**src/logic/x1_io_pkg.sv**
```systemverilog
`default_nettype none

package x1_io_pkg;

	// --------------------------------------------------------------------------
	// bus types
	// --------------------------------------------------------------------------
	typedef logic [15:0] addr_t;	// z80 i/o address, full 16 bits on the bus
	typedef logic [7:0]  data_t;	// bus data byte

	// i/o page decode, upper address byte only
	localparam logic [7:0] IO_PAGE_PIA = 8'h1A;	// 8255 at 1a00..1a03
	localparam logic [7:0] IO_PAGE_SPI = 8'h0E;	// ext rom page, mmc shifter sits here

	// --------------------------------------------------------------------------
	// clock generator
	// --------------------------------------------------------------------------
	localparam int PRESCALE_BITS = 4;	// reset held until this wraps
	localparam int CPU_DIV_BITS  = 3;	// 32M / 8 = 4M cpu clock

	// phase points of the cpu divider
	localparam logic [CPU_DIV_BITS-1:0] CPU_RISE_PHASE = 3'd6;
	localparam logic [CPU_DIV_BITS-1:0] CPU_FALL_PHASE = 3'd2;

	// --------------------------------------------------------------------------
	// enums
	// --------------------------------------------------------------------------
	// 8255 register select, a1:a0
	typedef enum logic [1:0] {
		PIA_PORT_A = 2'd0,	// printer data out
		PIA_PORT_B = 2'd1,	// status in
		PIA_PORT_C = 2'd2,	// control levels out
		PIA_CTRL   = 2'd3	// mode / bit set-reset
	} pia_reg_t;

	// mmc shifter
	typedef enum logic {
		SPI_IDLE  = 1'b0,
		SPI_SHIFT = 1'b1
	} spi_state_t;

endpackage

`default_nettype wire

```
**src/logic/clock_reset_gen.sv**
```systemverilog
`timescale 1ns/10ps
`default_nettype none

module clock_reset_gen
	import x1_io_pkg::*;
(
	input  wire  clk32M,	// master clock
	input  wire  clk_reset,	// hardware reset, async
	input  wire  ipl_n,		// ipl button, low forces reset
	output logic sys_reset,	// delayed system reset
	output logic cpu_clk,	// 4MHz cpu clock level
	output logic cpu_rise,	// one-cycle strobe, cpu clock about to rise
	output logic cpu_fall,	// one-cycle strobe, cpu clock about to fall
	output logic clk2m		// 2MHz square wave
);

	logic [PRESCALE_BITS-1:0] prescale;	// free running
	logic [3:0]               clk_div;	// 2M divider, msb is the output
	logic [CPU_DIV_BITS-1:0]  cpu_div;	// cpu phase counter
	logic                     reset_dly;

	// --------------------------------------------------------------------------
	// prescaler and delayed reset
	// --------------------------------------------------------------------------
	always_ff @(posedge clk32M or posedge clk_reset)
	begin
		if (clk_reset)
		begin
			prescale  <= '0;
			reset_dly <= 1'b1;
		end
		else
		begin
			prescale <= prescale + 1'b1;
			if (prescale == {PRESCALE_BITS{1'b1}})	// first wrap releases
				reset_dly <= 1'b0;
		end
	end

	assign sys_reset = reset_dly | ~ipl_n;	// ipl button forces it back on

	// --------------------------------------------------------------------------
	// cpu clock and 2M
	// --------------------------------------------------------------------------
	always_ff @(posedge clk32M or posedge clk_reset)
	begin
		if (clk_reset)
		begin
			clk_div  <= '0;
			cpu_div  <= '0;
			cpu_rise <= 1'b0;
			cpu_fall <= 1'b0;
			cpu_clk  <= 1'b0;
		end
		else
		begin
			clk_div <= clk_div + 4'd1;
			cpu_div <= cpu_rise ? '0 : cpu_div + 1'b1;	// restart on rise
			cpu_rise <= (cpu_div == CPU_RISE_PHASE);
			cpu_fall <= (cpu_div == CPU_FALL_PHASE);
			if (cpu_rise)
				cpu_clk <= 1'b1;
			else if (cpu_fall)
				cpu_clk <= 1'b0;
		end
	end

	assign clk2m = clk_div[3];	// toggles every 8 clocks

endmodule

`default_nettype wire

```
**src/logic/pia_port.sv**
```systemverilog
`timescale 1ns/10ps
`default_nettype none

module pia_port
	import x1_io_pkg::*;
(
	input  wire           clk32M,
	input  wire           sys_reset,
	input  wire           pia_cs,		// page decode, already qualified by iorq
	input  wire pia_reg_t addr_low,		// a1:a0
	input  wire data_t    wdata,
	input  wire           rd,
	input  wire           wr,
	input  wire data_t    status,		// port b pins, packed by the top
	output data_t         pia_rdata,
	output data_t         printer_data,	// port a
	output logic          lpt_stb,		// pc7
	output logic          width40,		// pc6, 40 column text
	output logic          dam_en_n,		// pc5, simultaneous access request
	output logic          sm_scrl_n		// pc4, smooth scroll
);

	data_t port_a;		// printer latch
	data_t port_c;		// control latch
	data_t reg_rdata;	// selected register
	logic  wr_en;
	logic  rd_en;

	assign wr_en = pia_cs & wr;
	assign rd_en = pia_cs & rd;

	// --------------------------------------------------------------------------
	// write side, mode 0 only
	// --------------------------------------------------------------------------
	always_ff @(posedge clk32M or posedge sys_reset)
	begin
		if (sys_reset)
		begin
			port_a <= '0;
			port_c <= '0;
		end
		else if (wr_en)
		begin
			case (addr_low)
				PIA_PORT_A: port_a <= wdata;
				PIA_PORT_C: port_c <= wdata;
				PIA_CTRL:
				begin
					// bit set/reset word, d3:d1 picks the bit, d0 is the level
					if (!wdata[7])
						port_c[wdata[3:1]] <= wdata[0];
					// mode words are accepted and ignored
				end
				default: ;	// port b is input only
			endcase
		end
	end

	// --------------------------------------------------------------------------
	// read side
	// --------------------------------------------------------------------------
	always_comb
	begin
		case (addr_low)
			PIA_PORT_A: reg_rdata = port_a;	// latch readback
			PIA_PORT_B: reg_rdata = status;
			PIA_PORT_C: reg_rdata = port_c;
			default:    reg_rdata = 8'hff;	// control reg not readable
		endcase
	end

	assign pia_rdata = rd_en ? reg_rdata : 8'hff;

	assign printer_data = port_a;
	assign lpt_stb      = port_c[7];
	assign width40      = port_c[6];
	assign dam_en_n     = port_c[5];
	assign sm_scrl_n    = port_c[4];

endmodule

`default_nettype wire

```
**src/logic/mmc_spi_port.sv**
```systemverilog
`timescale 1ns/10ps
`default_nettype none

module mmc_spi_port
	import x1_io_pkg::*;
(
	input  wire        clk32M,
	input  wire        sys_reset,
	input  wire        spi_cs,		// ext rom page, iorq qualified
	input  wire  [6:0] addr_low,	// a6 no-load, a5:a4 select, a3:a0 count
	input  wire data_t wdata,
	input  wire        wr,
	input  wire        miso,		// card data out
	output data_t      spi_rdata,	// shift register
	output logic       spi_rdata_en,
	output logic       mmc_clk,
	output logic       mmc_cs_n,
	output logic       mmc_mosi,
	output logic       busy
);

	spi_state_t state;
	logic [3:0] bit_count;	// bits left to clock
	logic [1:0] sel;		// bit 1 mmc, bit 0 was the config rom
	data_t      sreg;
	data_t      load_data;
	logic       load;
	logic       miso_in;

	assign load      = spi_cs & wr;	// any write restarts the port
	assign load_data = addr_low[6] ? sreg : wdata;	// a6 set keeps old contents
	assign miso_in   = sel[1] & miso;	// deselected card reads as 0

	// --------------------------------------------------------------------------
	// shifter
	// --------------------------------------------------------------------------
	always_ff @(posedge clk32M or posedge sys_reset)
	begin
		if (sys_reset)
		begin
			state     <= SPI_IDLE;
			bit_count <= '0;
			sel       <= '0;
			sreg      <= '0;
			mmc_clk   <= 1'b0;
			mmc_mosi  <= 1'b0;
		end
		else if (load)
		begin
			bit_count <= addr_low[3:0];
			sel       <= addr_low[5:4];
			sreg      <= load_data;
			mmc_mosi  <= load_data[0];	// first bit set up before the first rise
			mmc_clk   <= 1'b0;
			state     <= (addr_low[3:0] != 4'd0) ? SPI_SHIFT : SPI_IDLE;
		end
		else if (state == SPI_SHIFT)
		begin
			mmc_clk <= ~mmc_clk;	// one toggle per clock
			if (!mmc_clk)
			begin
				// rising step, sample card, received bits enter at the top
				sreg <= {miso_in, sreg[7:1]};
			end
			else
			begin
				// falling step, next lsb goes out, count the bit
				mmc_mosi  <= sreg[0];
				bit_count <= bit_count - 4'd1;
				if (bit_count == 4'd1)
					state <= SPI_IDLE;	// 2 x count clocks in total
			end
		end
	end

	// --------------------------------------------------------------------------
	// outputs
	// --------------------------------------------------------------------------
	assign mmc_cs_n     = ~sel[1];
	assign spi_rdata    = sreg;
	assign spi_rdata_en = spi_cs & ~wr;	// reads of the page
	assign busy         = (state == SPI_SHIFT);

endmodule

`default_nettype wire

```
**src/logic/io_bus_select.sv**
```systemverilog
`timescale 1ns/10ps
`default_nettype none

module io_bus_select
	import x1_io_pkg::*;
#(
	parameter data_t BUS_FREE = 8'hff	// and tie, 8'h00 for an or tie
)
(
	input  wire addr_t addr,
	input  wire        iorq,
	input  wire        rd,
	input  wire data_t pia_rdata,
	input  wire data_t spi_rdata,
	input  wire        spi_rdata_en,
	output logic       pia_cs,
	output logic       spi_cs,
	output data_t      rdata
);

	logic [7:0] page;	// a15:a8
	logic       pia_hit;
	logic       spi_hit;
	logic       rd_spi;
	logic       rd_pia;

	// --------------------------------------------------------------------------
	// page decode
	// --------------------------------------------------------------------------
	assign page    = addr[15:8];
	assign pia_hit = (page == IO_PAGE_PIA);
	assign spi_hit = (page == IO_PAGE_SPI);

	// selects only while iorq, memory cycles on the same address never hit
	assign pia_cs = iorq & pia_hit;
	assign spi_cs = iorq & spi_hit;

	// --------------------------------------------------------------------------
	// read mux
	// --------------------------------------------------------------------------
	assign rd_spi = rd & spi_rdata_en;	// shift register wins
	assign rd_pia = rd & pia_cs;

	always_comb
	begin
		if (rd_spi)
			rdata = spi_rdata;
		else if (rd_pia)
			rdata = pia_rdata;
		else
			rdata = BUS_FREE;	// nobody drives
	end

endmodule

`default_nettype wire

```
**src/logic/x1_io_top.sv**
```systemverilog
`timescale 1ns/10ps
`default_nettype none

module x1_io_top
	import x1_io_pkg::*;
#(
	parameter data_t BUS_FREE = 8'hff	// idle bus value
)
(
	input  wire        clk32M,
	input  wire        clk_reset,
	input  wire        ipl_n,
	input  wire addr_t addr,
	input  wire data_t wdata,
	input  wire        iorq,
	input  wire        rd,
	input  wire        wr,
	input  wire        vblank_n,	// port b status pins
	input  wire        sub_tx_bsy,
	input  wire        sub_rx_bsy,
	input  wire        lpt_rdy,
	input  wire        vsync,
	input  wire        cmt_read,
	input  wire        key_brk_n,
	input  wire        miso,
	output data_t      rdata,
	output logic       sys_reset,
	output logic       cpu_clk,
	output logic       cpu_rise,
	output logic       cpu_fall,
	output logic       clk2m,
	output data_t      printer_data,
	output logic       lpt_stb,
	output logic       width40,
	output logic       dam_en_n,
	output logic       sm_scrl_n,
	output logic       mmc_clk,
	output logic       mmc_cs_n,
	output logic       mmc_mosi,
	output logic       spi_busy
);

	logic     pia_cs;
	logic     spi_cs;
	data_t    pia_rdata;
	data_t    spi_rdata;
	logic     spi_rdata_en;
	data_t    status;
	pia_reg_t pia_reg;

	// pb4 reads high on the plain x1
	assign status  = {vblank_n, sub_tx_bsy, sub_rx_bsy, 1'b1,
		lpt_rdy, vsync, cmt_read, key_brk_n};
	assign pia_reg = pia_reg_t'(addr[1:0]);

	// --------------------------------------------------------------------------
	// instances
	// --------------------------------------------------------------------------
	clock_reset_gen clock_reset_gen_i (
		.clk32M(clk32M), .clk_reset(clk_reset), .ipl_n(ipl_n),
		.sys_reset(sys_reset), .cpu_clk(cpu_clk), .cpu_rise(cpu_rise),
		.cpu_fall(cpu_fall), .clk2m(clk2m)
	);

	pia_port pia_port_i (
		.clk32M(clk32M), .sys_reset(sys_reset), .pia_cs(pia_cs),
		.addr_low(pia_reg), .wdata(wdata), .rd(rd), .wr(wr), .status(status),
		.pia_rdata(pia_rdata), .printer_data(printer_data), .lpt_stb(lpt_stb),
		.width40(width40), .dam_en_n(dam_en_n), .sm_scrl_n(sm_scrl_n)
	);

	mmc_spi_port mmc_spi_port_i (
		.clk32M(clk32M), .sys_reset(sys_reset), .spi_cs(spi_cs),
		.addr_low(addr[6:0]), .wdata(wdata), .wr(wr), .miso(miso),
		.spi_rdata(spi_rdata), .spi_rdata_en(spi_rdata_en), .mmc_clk(mmc_clk),
		.mmc_cs_n(mmc_cs_n), .mmc_mosi(mmc_mosi), .busy(spi_busy)
	);

	io_bus_select #(.BUS_FREE(BUS_FREE)) io_bus_select_i (
		.addr(addr), .iorq(iorq), .rd(rd), .pia_rdata(pia_rdata),
		.spi_rdata(spi_rdata), .spi_rdata_en(spi_rdata_en),
		.pia_cs(pia_cs), .spi_cs(spi_cs), .rdata(rdata)
	);

endmodule

`default_nettype wire

```
**config.mk**
```make
export PLATFORM = sky130hd
export DESIGN_NAME = x1_io_top
export DESIGN_NICKNAME = d
export VERILOG_FILES = /design/src/logic/x1_io_pkg.sv /design/src/logic/clock_reset_gen.sv /design/src/logic/pia_port.sv /design/src/logic/mmc_spi_port.sv /design/src/logic/io_bus_select.sv /design/src/logic/x1_io_top.sv
export SDC_FILE = /design/constraint.sdc
export NUM_CORES = 1
export LEC_CHECK = 0
export BUFFER_PORTS_ARGS = -buffer_cell sky130_fd_sc_hd__buf_4
export CORE_UTILIZATION = 53
export DETAILED_ROUTE_END_ITERATION = 16
export PLACE_DENSITY = 0.79
export SLEW_MARGIN = 15
export SYNTH_ARGS = -nofsm -noshare
export SYNTH_HDL_FRONTEND = slang
export SYNTH_HIERARCHICAL = 1
export SYNTH_SLANG_ARGS = --single-unit
```
**constraint.sdc**
```tcl
create_clock -name clk32M -period 1.9 [get_ports clk32M]
set_input_delay 0.19 -clock clk32M [delete_from_list [all_inputs] [get_ports clk32M]]
set_output_delay 0.19 -clock clk32M [all_outputs]
set_load 0.02 [all_outputs]
```
# Word-level counts from Yosys, hierarchy flattened
# Index checks and enable logic that the tools add are counted.
word_totals:
  register_bits: 48
  inputBits: 38
  word_cells: 87
classes:
  add_sub_neg: 4
  magnitude_cmp: 2
  eq_ne: 12
  mux: 28
  bitwise_logic: 13
  reduce_logical: 12
ops:
  columns: ["cell", "n"]
  rows:
  - ["two-way mux 8 bit", 7]
  - ["case mux 8 bit (3 select lines)", 1]
  - ["case mux 8 bit (2 select lines)", 1]
  - ["two-way mux 1 bit", 13]
  - ["two-way mux 4 bit", 3]
  - ["adder 4 x 1 -> 4 bit (second input constant)", 2]
  - ["AND 1 bit", 8]
  - ["bitwise mux 8 bit", 1]
  - ["== test 8 x 4 -> 1 bit (second input constant)", 1]
  - ["== test 8 x 5 -> 1 bit (second input constant)", 1]
  - ["nonzero test 2 bit", 4]
  - ["!= test 2 bit (second input constant)", 3]
  - ["AND reduction 2 bit", 3]
  - ["AND reduction 3 bit", 2]
  - ["== test 2 bit (second input constant)", 2]
  - ["== test 4 x 1 -> 1 bit (second input constant)", 1]
  - ["== test 4 bit (second input constant)", 1]
  - ["less-than comparator 3 x 4 -> 1 bit (second input constant)", 1]
  - ["inverter 1 bit", 4]
  - ["nonzero test 4 bit", 1]
  - ["subtractor 4 x 1 -> 4 bit (second input constant)", 1]
  - ["adder 3 x 1 -> 3 bit (second input constant)", 1]
  - ["demux 1 bit (select 3 bit)", 1]
  - ["== test 3 x 2 -> 1 bit (second input constant)", 1]
  - ["other kinds (7)", 7]

# Logic depth before layout (Yosys ltp)
logic_depth:
  depth_word: 7
  mapped_depth: 7
  depth_no_buf: 6

# By module
# Netlist, hierarchy kept.
by_module_without_submodules:
  columns: ["mod", "n_inst", "cells_each", "area_per_inst_um2"]
  rows:
  - ["pia_port", 1, 111, 1128.6]
  - ["mmc_spi_port", 1, 80, 873.3]
  - ["clock_reset_gen", 1, 40, 544.3]
  - ["io_bus_select", 1, 17, 162.7]
  - ["x1_io_top", 1, 1, 3.8]

# Worst setup path before layout
# OpenSTA, ideal clock, no wires.
synth_path:
  path_kind: "input to output"
  from: "input addr[14]"
  to: "output rdata[0]"
  t_arrival_ps: 1464
  t_required_ps: 1710
  slack_ps: 246
  stages: 7
  path_buffers: 1
  cell_sequence: "nand4bb_4 nor3_1 nor2b_1 nand2b_1 or4_4 buf_6 o22a_1"
synth_between:
  elab_chain_cells: 5
  elab_cells_between_ends: 9
  classes_between: "eq/ne (2); mux (2); bitwise (5)"
synth_rtl:
  columns: ["item", "line", "source"]
  rows:
  - ["start: declaration", "x1_io_top.sv:13", "input wire addr_t addr,"]
  - ["== test 8 x 4 -> 1 bit", "io_bus_select.sv:32", "assign spi_hit = (page == IO_PAGE_SPI);"]
  - ["AND 1 bit", "io_bus_select.sv:36", "assign spi_cs = iorq & spi_hit;"]
  - ["net spi_cs", "x1_io_top.sv:44", "logic spi_cs;"]
  - ["AND 1 bit", "mmc_spi_port.sv:81", "assign spi_rdata_en = spi_cs & ~wr;"]
  - ["net spi_rdata_en", "x1_io_top.sv:47", "logic spi_rdata_en;"]
  - ["AND 1 bit", "io_bus_select.sv:41", "assign rd_spi = rd & spi_rdata_en;"]
  - ["two-way mux 8 bit", "io_bus_select.sv:46", "if (rd_spi)"]
  - ["end: declaration", "x1_io_top.sv:26", "output data_t rdata,"]
# The timed path passes the listed nets, and every way through them passes these cells.

# Final worst setup path
layout_path:
  from: "register pia_port_i.port_c[5]"
  to: "output rdata[5]"
layout_between:
  elab_chain_cells: 3
layout_rtl:
  columns: ["item", "line", "source"]
  rows:
  - ["start: declaration", "pia_port.sv:24", "data_t port_c;"]
  - ["start signal: assignment", "pia_port.sv:46", "PIA_PORT_C: port_c <= wdata;"]
  - ["start signal: indexed assignment", "pia_port.sv:51", "port_c[wdata[3:1]] <= wdata[0];"]
  - ["case mux 8 bit (3 select lines)", "pia_port.sv:64", "case (addr_low)"]
  - ["net pia_rdata[5]", "x1_io_top.sv:45", "data_t pia_rdata;"]
  - ["two-way mux 8 bit", "io_bus_select.sv:48", "else if (rd_pia)"]
  - ["two-way mux 8 bit", "io_bus_select.sv:46", null]
# The timed path passes the listed nets, and every way through them passes these cells.

==> metrics.md <==
| Metric | Value |
|---|---|
| Fin crit period | `1.80 ns` |
| Number of flops mapped to enable cells by yosys | `0` |
| Synth Instances | `249` |
| # clock sinks | `47` |
| Initial Utilization | `56.3%` |
| Crit path DAT | `1.61 ns` |
| Number of remaining DRC errors | `0` |
| Synthesized area per cell | `10.9 um2` |
| Final setup violation count | `0` |
| Max transition margin | `57.1%` |
| Max-cap violations | `0` |
| Register area share after synthesis | `43.4%` |
| IO Port Bufs | `64` |
| Placeable Area | `4820 um2` |
| Endpoints failing hold | `0` |
| Worst skew pair latency | `0.31 ns` |
| Num CTS Buffers | `5` |
| Ys async rst share | `100%` |
| Flops & latches, synth | `47` |
| Worst hold path type | `primary input to async pin` |
| Synth Net Count | `293` |
| Clock slew at reported path FFs | `0.10 ns` |
| ANT nets after route | `0` |
| DRT iter0 DRCs | `132` |
| WL per Instance | `16.7 um` |
| Place WS | `0.0110 ns` |
| Full die area | `5410 um2` |
| Number of global-route vias before repair | `2181` |
| Clk_skew | `0.00916 ns` |
| ANT cells | `0` |
| Final Cycle Share | `94.9%` |
| Global-route wire length before repair | `10500 um` |
| Share of layout cells above drive strength 1 | `33.7%` |
| Root Buffer | `clkbuf_8` |
| Result of the run | `finished, final reports clean` |
| CP required | `1.71 ns` |
| Synth Cell Area | `2710 um2` |
| Fmax | `555 MHz` |
| Worst slew pin tran | `0.642 ns` |
| Final HPWL DP | `4810 um` |
| Critical Path Start Type | `register` |
| Largest net degree at the start of global routing | `18` |
| Pleak | `1.62 nW` |
| Max IR drop VDD | `0.489 mV` |
| Hold Slack | `0.0197 ns` |
| Fin nets | `366` |
| Ys flop type | `dfrtp_1` |
| Via count | `2208` |
| Cells after DPL | `379` |
| TritonCTS clock tree | `done` |
| Setup crit end kind | `output port` |
| Std-Cell Rows | `25` |
| GRT overflow | `0` |
| Final Worst Setup Slack | `0.0975 ns` |
| Gpl congestion | `0.839` |
| Die Wd | `73.5 um` |
| WL final | `6510 um` |
| Ports | `67` |
| Initial antenna violation count | `0` |
| Critical path fanouts, max | `3` |
| P&R area growth vs syn | `25.2%` |
| Warnings, synthesis | `6` |
| Routed vias/inst | `5.66` |
| Pre-antenna DRT Iters | `4` |
| Max-slew violations | `0` |
| Gr usage total | `25.8%` |
| Crit Path Class | `register to output port` |
| Die height | `73.5 um` |
| Pwr dens | `708 nW/um2` |
| Distinct cell type count after synthesis | `58` |
| Max clock buf depth | `2` |
| Htree depth | `2` |
| Post-route non-filler standard cell count | `390` |
-- synth_stat cells (2+ instances only) --
master | count | area, um2
dfrtp_1 | 46 | 1150
inv_1 | 17 | 63.8
nor2_1 | 17 | 63.8
nand2_1 | 9 | 33.8
or3_1 | 9 | 56.3
a211o_1 | 8 | 70.1
mux2_2 | 8 | 90.1
mux2i_1 | 8 | 80.1
o22a_1 | 8 | 70.1
nand3_1 | 7 | 35.0
o221a_1 | 7 | 78.8
a21oi_1 | 6 | 30.0
ha_1 | 6 | 75.1
nand3b_1 | 6 | 45.0
a211oi_1 | 5 | 37.5
a2bb2oi_1 | 5 | 43.8
buf_2 | 5 | 25.0
buf_6 | 5 | 56.3
and2_1 | 4 | 25.0
nor2b_1 | 4 | 25.0
xnor2_1 | 4 | 35.0
nand4b_1 | 3 | 26.3
nor3_1 | 3 | 15.0
o32ai_1 | 3 | 26.3
xor2_1 | 3 | 26.3
a211oi_2 | 2 | 25.0
a31oi_1 | 2 | 12.5
a41o_1 | 2 | 20.0
buf_4 | 2 | 15.0
clkbuf_1 | 2 | 7.51
nand2b_1 | 2 | 12.5
nand4bb_1 | 2 | 22.5
o211a_1 | 2 | 20.0
o21ai_0 | 2 | 10.0
or3b_1 | 2 | 17.5
-- path summary, 6_finish.rpt --
| kind | start | to | slack [ns] | depth (start not counted) |
|---|---|---|---|---|
| hold / removal | ipl_n | pia_port_i/printer_data[7]$_DFFE_PP0P_ | 0.02 | 3 |
| max in group asynchronous | clock_reset_gen_i/reset_dly$_DFFE_PP1N_ | mmc_spi_port_i/spi_rdata[4]$_DFFE_PP0P_ | 0.96 | 3 |
| hold reg to reg | clock_reset_gen_i/prescale[3]$_DFF_PP0_ | clock_reset_gen_i/reset_dly$_DFFE_PP1N_ | 0.45 | 1 |
| setup reg to reg | mmc_spi_port_i/mmc_clk$_DFFE_PP0P_ | mmc_spi_port_i/spi_rdata[1]$_DFFE_PP0P_ | 0.58 | 3 |
| setup / recovery | pia_port_i/port_c[5]$_DFFE_PP0P_ | rdata[5] | 0.1 | 5 |
| min in group clk32M | addr[5] | mmc_spi_port_i/sel[1]$_DFFE_PP0P_ | 0.08 | 3 |
-- kinds of logic after synthesis --
kind of cell | share of synthesized area [%]
buffers and inverters | 6.18
AOI/OAI and AO/OA | 19.4
other | 0.138
muxes | 7.52
and+or+nand+nor | 18.4
adders and majority gates | 2.77
xor gates and xnor gates | 2.26
DFF | 43.4
-- stage by stage --
stage               util [%]  setup TNS [ns]  power [W]  area, um2
global placement        67.9               0    0.00174       3270
finish                  70.5               0    0.00240       3400
CTS                     70.4               0    0.00242       3390
global route            70.5         -0.0164    0.00253       3400
detailed placement      67.9               0    0.00176       3270
floorplan                  -               0    0.00156       2710
-- layout by cell type (no fill, tap or decap), drive strengths merged, types with 2 or more instances in the layout --
cell type  netlist  final
buf             12     79
dfrtp           46     46
inv             17     19
nor2            17     17
nand2           11     11
or3              9      9
mux2             9      9
mux2i            9      9
o22a             8      8
a211o            8      8
nand3            7      7
o221a            7      7
a211oi           7      7
ha               6      6
nand3b           6      6
a21oi            6      6
clkbuf           2      5
a2bb2oi          5      5
xnor2            4      4
nor2b            4      4
and2             4      4
nand2b           4      4
nor3             4      4
xor2             3      3
nand4b           3      3
o32ai            3      3
nand4bb          3      3
a31oi            2      2
o21ai            2      2
o211a            2      2
or3b             2      2
a41o             2      2
-- cell type report --
type                    instances  area, um2
fillers                       395       1420
inverters                      17       63.8
flip-flops and latches         47       1180
clock buffers                   5       68.8
well taps                      67       83.8
multi-input cells             171       1370
clock inverters                 3       27.5
repair buffers                 80        603
-- flip-flops by register name, summed over array words and instances (netlist names) --
name                         count
clock_reset_gen_i/clk_div        4
clock_reset_gen_i/cpu_clk        1
clock_reset_gen_i/cpu_div        3
clock_reset_gen_i/cpu_fall       1
clock_reset_gen_i/cpu_rise       1
clock_reset_gen_i/prescale       4
clock_reset_gen_i/reset_dly      1
mmc_spi_port_i/bit_count         4
mmc_spi_port_i/busy              1
mmc_spi_port_i/mmc_clk           1
mmc_spi_port_i/mmc_mosi          1
mmc_spi_port_i/sel               1
mmc_spi_port_i/spi_rdata         8
pia_port_i/port_c                8
pia_port_i/printer_data          8
-- per-layer routing --
layer / part of all wire [%] / up-vias / GRT usage, %
li1: - / 1070 / -
met1: 46 / 1089 / 35.3
met2: 49 / 41 / 42.2
met3: 3.9 / 8 / 4.12
met4: 1.2 / 0 / 7.91
met5: 0 / - / 0
-- what timing repair did --
action | in CTS | in global routing
resized for setup | 0 | 1
pin swaps | 1 | 0
setup buffers | 2 | 0
hold buffers | 1 | 0
endpoints found under the hold margin | 14 | 0
setup endpoints to repair | 1 | 8
-- critical path, stage by stage, from the launching register on --
cell	delay (ns)
dfrtp_1	0.41
mux2i_1	0.22
nor2_1	0.10
a211o_1	0.27
o22a_1	0.16
buf_4	0.15
-- report_power, final --
group / total [W] / leakage, nW / switching [W] / internal, W
Clock: 0.000656 / 0.0467 / 0.000383 / 0.000273
Sequential: 0.00126 / 0.601 / 0.000132 / 0.00113
Combinational: 0.000486 / 0.968 / 0.000234 / 0.000252
Total: 0.00240 / 1.62 / 0.000750 / 0.00166
(Power assumes the default switching activity.)
